[src/hdl/gpio_pkg.sv]
// byte type, version constant and register group enum for the gpio peripheral
package gpio_pkg;

    // one byte on the register bus
    typedef logic [7:0] byte_t;

    // returned at offset 0
    localparam byte_t GPIO_VERSION = 8'd0;

    // register group that an offset falls in
    //   0                      version / soft reset
    //   1 .. n                 input bytes
    //   n+1 .. 2n              output bytes
    //   2n+1 .. 3n             direction bytes
    typedef enum logic [2:0] {
        sel_version,
        sel_input,
        sel_output,
        sel_direction,
        sel_none
    } reg_sel_e;

endpackage : gpio_pkg

[src/hdl/ip_bus_if.sv]
// decoded ip-side register bus between the address decoder and the register core
`timescale 1ns/10ps

interface ip_bus_if #(
    parameter int unsigned ABUSWIDTH = 16
);
    import gpio_pkg::*;

    // strobes gated by the address window
    logic                 rd;
    logic                 wr;
    // offset from the base address
    logic [ABUSWIDTH-1:0] add;
    byte_t                wdata;
    // registered read data from the core
    byte_t                rdata;

    modport decoder (
        output rd,
        output wr,
        output add,
        output wdata,
        input  rdata
    );

    modport core (
        input  rd,
        input  wr,
        input  add,
        input  wdata,
        output rdata
    );

endinterface : ip_bus_if

[src/hdl/bus_to_ip.sv]
// address window decoder with strobe gating and read data masking
`timescale 1ns/10ps

module bus_to_ip #(
    parameter int unsigned          ABUSWIDTH = 16,
    parameter logic [ABUSWIDTH-1:0] BASEADDR  = '0,
    parameter logic [ABUSWIDTH-1:0] HIGHADDR  = '0
) (
    input  logic                 BUS_CLK,
    input  logic                 RST,
    input  logic [ABUSWIDTH-1:0] bus_add,
    input  gpio_pkg::byte_t      bus_wdata,
    input  logic                 bus_rd,
    input  logic                 bus_wr,
    input  gpio_pkg::byte_t      bus_rdata_ip,
    output gpio_pkg::byte_t      bus_rdata,
    ip_bus_if.decoder            ip
);
    import gpio_pkg::*;

    logic in_window;
    // last read landed inside the window
    logic rd_hit_q;

    assign in_window = (bus_add >= BASEADDR) && (bus_add <= HIGHADDR);

    assign ip.rd    = bus_rd && in_window;
    assign ip.wr    = bus_wr && in_window;
    assign ip.add   = bus_add - BASEADDR;
    assign ip.wdata = bus_wdata;

    // flag follows the read data latency of the core
    always_ff @(posedge BUS_CLK) begin
        if (RST) begin
            rd_hit_q <= 1'b0;
        end else if (bus_rd) begin
            rd_hit_q <= in_window;
        end
    end

    // core data only for reads that hit the window
    assign bus_rdata = rd_hit_q ? bus_rdata_ip : byte_t'(0);

    // master never strobes read and write in the same cycle
    a_rd_wr_exclusive : assert property (
        @(posedge BUS_CLK) disable iff (RST) !(bus_rd && bus_wr)
    ) else $error("bus_rd and bus_wr high together");

endmodule : bus_to_ip

[src/hdl/gpio_regs.sv]
// register bank with version, input, output and direction bytes, soft reset and read mux
`timescale 1ns/10ps

module gpio_regs #(
    parameter int unsigned IO_WIDTH = 8
) (
    input  logic                BUS_CLK,
    input  logic                RST,
    input  logic [IO_WIDTH-1:0] input_bits,
    output logic [IO_WIDTH-1:0] output_bits,
    output logic [IO_WIDTH-1:0] direction_bits,
    ip_bus_if.core              ip
);
    import gpio_pkg::*;

    // bytes per register group
    localparam int unsigned io_bytes = (IO_WIDTH + 7) / 8;
    localparam int unsigned idx_w    = (io_bytes > 1) ? $clog2(io_bytes) : 1;

    byte_t                 out_q [io_bytes];
    byte_t                 dir_q [io_bytes];
    byte_t                 rdata_q;
    logic [io_bytes*8-1:0] in_pad;
    int unsigned           off;
    reg_sel_e              sel;
    logic [idx_w-1:0]      idx;
    logic                  soft_rst;

    assign off = 32'(ip.add);

    // group and byte index within the group
    always_comb begin
        sel = sel_none;
        idx = '0;
        if (off == 0) begin
            sel = sel_version;
        end else if (off <= io_bytes) begin
            sel = sel_input;
            idx = idx_w'(off - 1);
        end else if (off <= 2 * io_bytes) begin
            sel = sel_output;
            idx = idx_w'(off - (io_bytes + 1));
        end else if (off <= 3 * io_bytes) begin
            sel = sel_direction;
            idx = idx_w'(off - (2 * io_bytes + 1));
        end
    end

    // top byte padded with zeros above IO_WIDTH
    always_comb begin
        in_pad = '0;
        in_pad[IO_WIDTH-1:0] = input_bits;
    end

    // write to offset 0
    assign soft_rst = ip.wr && (sel == sel_version);

    always_ff @(posedge BUS_CLK) begin
        if (RST || soft_rst) begin
            for (int b = 0; b < io_bytes; b++) begin
                out_q[b] <= '0;
                dir_q[b] <= '0;
            end
        end else if (ip.wr) begin
            case (sel)
                sel_output:    out_q[idx] <= ip.wdata;
                sel_direction: dir_q[idx] <= ip.wdata;
                // input bytes are read only
                default: ;
            endcase
        end
    end

    // read data held until the next read
    always_ff @(posedge BUS_CLK) begin
        if (RST) begin
            rdata_q <= '0;
        end else if (ip.rd) begin
            case (sel)
                sel_version:   rdata_q <= GPIO_VERSION;
                sel_input:     rdata_q <= in_pad[idx*8 +: 8];
                sel_output:    rdata_q <= out_q[idx];
                sel_direction: rdata_q <= dir_q[idx];
                default:       rdata_q <= '0;
            endcase
        end
    end

    assign ip.rdata = rdata_q;

    // flatten byte arrays onto the pin vectors
    for (genvar i = 0; i < IO_WIDTH; i++) begin : g_bits
        assign output_bits[i]    = out_q[i / 8][i % 8];
        assign direction_bits[i] = dir_q[i / 8][i % 8];
    end

    a_reset_clears : assert property (
        @(posedge BUS_CLK) RST |=> (output_bits == '0) && (direction_bits == '0)
    ) else $error("output or direction bits not cleared after reset");

endmodule : gpio_regs

[src/hdl/gpio_pads.sv]
// pin stage with per-pin driver enable and output and a two-flop input synchronizer
`timescale 1ns/10ps

module gpio_pads #(
    parameter int unsigned         IO_WIDTH     = 8,
    parameter logic [IO_WIDTH-1:0] IO_DIRECTION = '0,
    parameter logic [IO_WIDTH-1:0] IO_TRI       = '0
) (
    input  logic                BUS_CLK,
    input  logic                RST,
    input  logic [IO_WIDTH-1:0] output_bits,
    input  logic [IO_WIDTH-1:0] direction_bits,
    input  logic [IO_WIDTH-1:0] io_i,
    output logic [IO_WIDTH-1:0] input_bits,
    output logic [IO_WIDTH-1:0] io_o,
    output logic [IO_WIDTH-1:0] io_oe
);

    logic [IO_WIDTH-1:0] sync_meta_q;
    logic [IO_WIDTH-1:0] sync_q;

    // pin kind picks the enable source
    for (genvar i = 0; i < IO_WIDTH; i++) begin : g_pin
        if (IO_TRI[i]) begin : g_tri
            assign io_oe[i] = direction_bits[i];
        end else if (IO_DIRECTION[i]) begin : g_out
            assign io_oe[i] = 1'b1;
        end else begin : g_in
            assign io_oe[i] = 1'b0;
        end
    end

    // output value only where the driver is on
    assign io_o = output_bits & io_oe;

    // pins are asynchronous to BUS_CLK
    always_ff @(posedge BUS_CLK) begin
        if (RST) begin
            sync_meta_q <= '0;
            sync_q      <= '0;
        end else begin
            sync_meta_q <= io_i;
            sync_q      <= sync_meta_q;
        end
    end

    assign input_bits = sync_q;

    // input-only pins never drive whatever the registers hold
    a_no_drive_on_inputs : assert property (
        @(posedge BUS_CLK) (io_oe & ~(IO_DIRECTION | IO_TRI)) == '0
    ) else $error("driver enabled on an input-only pin");

endmodule : gpio_pads

[src/hdl/gpio_top.sv]
// plain-port top level connecting decoder, register bank and pin stage
`timescale 1ns/10ps

module gpio_top #(
    parameter int unsigned          ABUSWIDTH    = 16,
    parameter logic [ABUSWIDTH-1:0] BASEADDR     = 16'h1000,
    parameter logic [ABUSWIDTH-1:0] HIGHADDR     = 16'h100F,
    parameter int unsigned          IO_WIDTH     = 12,
    // fixed output pins
    parameter logic [IO_WIDTH-1:0]  IO_DIRECTION = 12'h0F0,
    // tristate pins
    parameter logic [IO_WIDTH-1:0]  IO_TRI       = 12'hF00
) (
    input  logic                 BUS_CLK,
    input  logic                 RST,
    input  logic [ABUSWIDTH-1:0] bus_add,
    input  gpio_pkg::byte_t      bus_wdata,
    input  logic                 bus_rd,
    input  logic                 bus_wr,
    output gpio_pkg::byte_t      bus_rdata,
    input  logic [IO_WIDTH-1:0]  io_i,
    output logic [IO_WIDTH-1:0]  io_o,
    output logic [IO_WIDTH-1:0]  io_oe
);

    logic [IO_WIDTH-1:0] input_bits;
    logic [IO_WIDTH-1:0] output_bits;
    logic [IO_WIDTH-1:0] direction_bits;

    ip_bus_if #(.ABUSWIDTH(ABUSWIDTH)) ip_bus ();

    bus_to_ip #(
        .ABUSWIDTH (ABUSWIDTH),
        .BASEADDR  (BASEADDR),
        .HIGHADDR  (HIGHADDR)
    ) u_bus_to_ip (
        .BUS_CLK      (BUS_CLK),
        .RST          (RST),
        .bus_add      (bus_add),
        .bus_wdata    (bus_wdata),
        .bus_rd       (bus_rd),
        .bus_wr       (bus_wr),
        .bus_rdata_ip (ip_bus.rdata),
        .bus_rdata    (bus_rdata),
        .ip           (ip_bus.decoder)
    );

    gpio_regs #(
        .IO_WIDTH (IO_WIDTH)
    ) u_gpio_regs (
        .BUS_CLK        (BUS_CLK),
        .RST            (RST),
        .input_bits     (input_bits),
        .output_bits    (output_bits),
        .direction_bits (direction_bits),
        .ip             (ip_bus.core)
    );

    gpio_pads #(
        .IO_WIDTH     (IO_WIDTH),
        .IO_DIRECTION (IO_DIRECTION),
        .IO_TRI       (IO_TRI)
    ) u_gpio_pads (
        .BUS_CLK        (BUS_CLK),
        .RST            (RST),
        .output_bits    (output_bits),
        .direction_bits (direction_bits),
        .io_i           (io_i),
        .input_bits     (input_bits),
        .io_o           (io_o),
        .io_oe          (io_oe)
    );

endmodule : gpio_top

[config.mk]
export PLATFORM = sky130hd
export DESIGN_NAME = gpio_top
export DESIGN_NICKNAME = d
export VERILOG_FILES = /design/src/hdl/gpio_pkg.sv /design/src/hdl/ip_bus_if.sv /design/src/hdl/bus_to_ip.sv /design/src/hdl/gpio_regs.sv /design/src/hdl/gpio_pads.sv /design/src/hdl/gpio_top.sv
export SDC_FILE = /design/constraint.sdc
export NUM_CORES = 1
export LEC_CHECK = 0
export BUFFER_PORTS_ARGS = -buffer_cell sky130_fd_sc_hd__buf_4
export CAP_MARGIN = 20
export CORE_UTILIZATION = 45
export CTS_CLUSTER_SIZE = 14
export DETAILED_ROUTE_END_ITERATION = 8
export HOLD_SLACK_MARGIN = 0.05
export PLACE_DENSITY = 0.72
export SYNTH_ARGS = -nofsm -noshare
export SYNTH_HDL_FRONTEND = slang
export SYNTH_SLANG_ARGS = --single-unit
[constraint.sdc]
create_clock -name BUS_CLK -period 5.55 [get_ports BUS_CLK]
set_input_delay 1.11 -clock BUS_CLK [delete_from_list [all_inputs] [get_ports BUS_CLK]]
set_output_delay 1.11 -clock BUS_CLK [all_outputs]
set_load 0.05 [all_outputs]
==> results.txt <==
----------------------------------------------------
[Global route]
  Pin count of the biggest net entering global routing ... 30
  Overflow left after global routing ... 0
  Via count of the first global-routing pass ... 2,122
  Initial antenna violation count ... 0
  Global-route wire length before repair ... 10,600 um
  Total global routing track utilization ... 0.202

[Floorplan]
  DIE WIDTH ... 84.8 um
  Starting Density ... 0.474
  Vertical die dimension ... 84.8 um
  Area of the die ... 7180 um^2
  Cell Rows ... 29
  Core area ... 6490 um^2
  Top-level port count ... 72

[Outcome]
  Outcome ... finished, violations left
  Violated checks ... design-rule violations

[Clocking]
  Post-CTS Hold Fix Bufs ... 0
  Clk buf depth ... 2
  H-tree lvl count ... 3
  Number of CTS-inserted buffers ... 9
  Clock tree from TritonCTS ... built
  Clock latency on the worst-skew pair ... 340 ps
  Clock Sink Count ... 65
  Clock input transition at the sequential cells of the worst setup and hold paths ... 60 ps
  CTS Root Buffer Type ... sky130_fd_sc_hd__clkbuf_8
  # Post-CTS Setup Buffers ... 0
  Count of cells resized by post-cts repair ... 0

[Yosys]
  Average instance area after synthesis ... 11.1 um^2
  Proportion of register bits with asynchronous set or reset after synthesis ... 0
  Post-Synthesis Cell Area ... 3080 um^2
  Post-synthesis register bit count ... 65
  Area share of the leading cell type in the synthesized netlist ... 0.312
  Adder and majority gate portion of the synthesized area ... 0.0122
  Commonest cells in the netlist ... 45 x sky130_fd_sc_hd__and2_1, 33 x sky130_fd_sc_hd__dfxtp_1, 32 x sky130_fd_sc_hd__edfxtp_1, 25 x sky130_fd_sc_hd__nor2b_1, 20 x sky130_fd_sc_hd__buf_4
  Dominant combinational cell family by area after synthesis ... simple AND/OR/NAND/NOR gates
  Complex-gate fraction of the synthesized area ... 0.126
  Seq/Total Area, Yosys ... 0.526
  Xor and xnor fraction of the mapped netlist area ... 0
  Gate count of the mapped netlist ... 277
  Top area cells in the synthesized netlist ... sky130_fd_sc_hd__edfxtp_1 31%, sky130_fd_sc_hd__dfxtp_1 21%, sky130_fd_sc_hd__and2_1 9.1%
  Yosys top cell by area ... sky130_fd_sc_hd__edfxtp_1
  Warnings from Yosys ... 0
  Multiplexer share of the synthesized area ... 0.0361
  EDFF count, synth ... 32
  Ys flop type ... sky130_fd_sc_hd__dfxtp_1
  Synth cell types ... 48
  Area share of and/or/nand/nor cells after synthesis ... 0.224
  Count leader, synth ... sky130_fd_sc_hd__and2_1

[Layout]
  Area of the multi-input gates ... 1270 um^2
  Final Non-Filler Cells ... 418
  Total of fill cells in the finished design ... 562
  FF+latch area ... 1620 um^2
  Util after Layout ... 0.574
  Final antenna diode count ... 0
  Synth-to-layout area growth ... 21.0%
  Layout net count ... 379
  Fraction of layout instances using a drive strength above 1 ... 0.293

[Worst setup path]
  CP Cell Sequence ... buf_4 -> inv_1 -> ha_1 -> nand2b_1 -> nor4_1 -> o2111ai_1 -> nor4b_2 -> nand2_1 -> o21ai_0 -> clkbuf_2
  Kind of critical path ... in2reg
  Worst Path Required ... 5600 ps
  Critical path launch point type ... input pin
  Element type at the critical path end ... flip-flop
  Arrival time worst endpoint ... 3940 ps
  Origin of the critical flop-to-flop path ... u_gpio_regs.out_q[1][0]
  Highest fanout seen on the critical path ... 5
  Slowest stage cell, crit path ... sky130_fd_sc_hd__nor4_1
  Start point of the critical path ... bus_add[13]
  Max incr delay on CP ... 660 ps

[STA]
  Final setup TNS ... 0 ps
  Final hold slack ... 434 ps
  Final critical-path share of the clock period ... 0.700
  Worst rel slew slack ... 0.427
  Fin crit period ... 3890 ps
  Count of pins over their slew limit ... 0
  Actual slew at the worst max-slew pin ... 852 ps
  Final setup violating endpoints ... 0
  Largest clock skew in the final design ... 4.69 ps
  Highest clock frequency the design can meet ... 257 MHz
  Unrepaired setup endpoints after global routing ... no
  Final Hold Vio Count ... 0

[Drt]
  Final routed wire length divided by cell count ... 15.9 um
  Vias per inst ... 5.41
  DRC viols ... 7
  Routed via count ... 2,263
  WL final ... 6660 um
  Total iterations of the first detailed-routing run ... 7
  Number of design-rule violations left by the first detailed-router iteration ... 202
  Number of routed nets with antenna violations ... 0

[Flow run]
  Count of maximum capacitance violations ... 0

[Power]
  IR Drop Worst-Case VDD ... 0.209 mV
  Total power consumption of the routed design ... 1.07 mW
  Leakage dissipation ... 1.52 nW
  Power per Cell Area ... 286 nW/um^2

[Worst hold path]
  Path type of the worst min-delay path ... reg2reg
  Hold Crit Start ... u_gpio_pads.sync_meta_q[5]

[Placed design]
  Final weighted congestion of routability-driven global placement ... 0.900
  IO buf count ... 59
  Inst Count DP ... 401
  Post-detail-place hpwl ... 4900 um

----------------------------------------------------
final timing paths:
kind | to | slack (ps) | cells past startpoint
max | u_gpio_regs.out_q[1][5] | 1660 | 10
max reg2reg | u_gpio_regs.ip.rdata[0] | 4210 | 3
min | u_gpio_pads.input_bits[5] | 430 | 1
min reg2reg | u_gpio_pads.input_bits[5] | 430 | 1
power breakdown:
group / leakage [nW] / switching, mW / internal (mW)
logic: 0.828 / 0.0743 / 0.0438
clock network: 0.114 / 0.168 / 0.251
registers: 0.575 / 0.00876 / 0.523
total: 1.52 / 0.251 / 0.817
flip-flops by register name (all words and copies together), names as in the netlist:
| signal | count |
|---|---|
| u_gpio_regs.ip.rdata | 8 |
| u_gpio_pads.sync_meta_q | 12 |
| u_gpio_regs.out_q | 16 |
| u_gpio_pads.input_bits | 12 |
| u_gpio_regs.dir_q | 16 |
| u_bus_to_ip.rd_hit_q | 1 |
kinds of logic after synthesis:
| logic type | after synthesis |
|---|---|
| adder cells (fa/ha/maj) | 3 |
| buffers and inverters | 38 |
| multiplexers | 9 |
| flip-flops | 65 |
| AND/OR/NAND/NOR | 112 |
| AO/OA/AOI/OAI | 48 |
| other | 2 |
per-stage QoR:
stage / setup WS, ps / area [um^2]
floorplan: 1800 / 3120
global placement: 1290 / 3500
detailed placement: 1090 / 3500
CTS: 1420 / 3720
global route: 1540 / 3730
finish: 1660 / 3730
cell type report:
class | count | area share
tap | 77 | 0.0258
inverter | 13 | 0.0131
multi-input combinational | 184 | 0.341
timing repair buffer | 63 | 0.126
sequential | 65 | 0.435
clock buffer | 16 | 0.0594
critical path, delay by kind of cell:
family / cells / cell delay [ps]
AND/OR/NAND/NOR: 4 / 1350
adder cells (fa/ha/maj): 1 / 230
buffers and inverters: 3 / 490
AO/OA/AOI/OAI: 2 / 750
layout by cell type (no fill, tap or decap), types with 4 or more instances in the layout:
master and instances:
sky130_fd_sc_hd__buf_4 62, sky130_fd_sc_hd__and2_1 45, sky130_fd_sc_hd__dfxtp_1 33, sky130_fd_sc_hd__edfxtp_1 32, sky130_fd_sc_hd__nor2b_1 25, sky130_fd_sc_hd__clkbuf_8 14
sky130_fd_sc_hd__inv_1 13, sky130_fd_sc_hd__nand2_1 12, sky130_fd_sc_hd__conb_1 12, sky130_fd_sc_hd__a221oi_1 10, sky130_fd_sc_hd__o21ai_0 9, sky130_fd_sc_hd__nor2_1 5
sky130_fd_sc_hd__a222oi_1 5, sky130_fd_sc_hd__mux2_2 5, sky130_fd_sc_hd__a21oi_1 4, sky130_fd_sc_hd__a22o_1 4, sky130_fd_sc_hd__nor2_2 4
layer usage:
metal,vias to the layer above,routed length (um),share of wire,track usage
li1,1075,-,-,-
met1,1078,2770,0.42,0.241
met3,23,409,0.061,0.0511
met2,87,3230,0.48,0.324
met4,0,257,0.039,0.133
met5,-,0,0,0
Power figures use the tool's default switching activity.
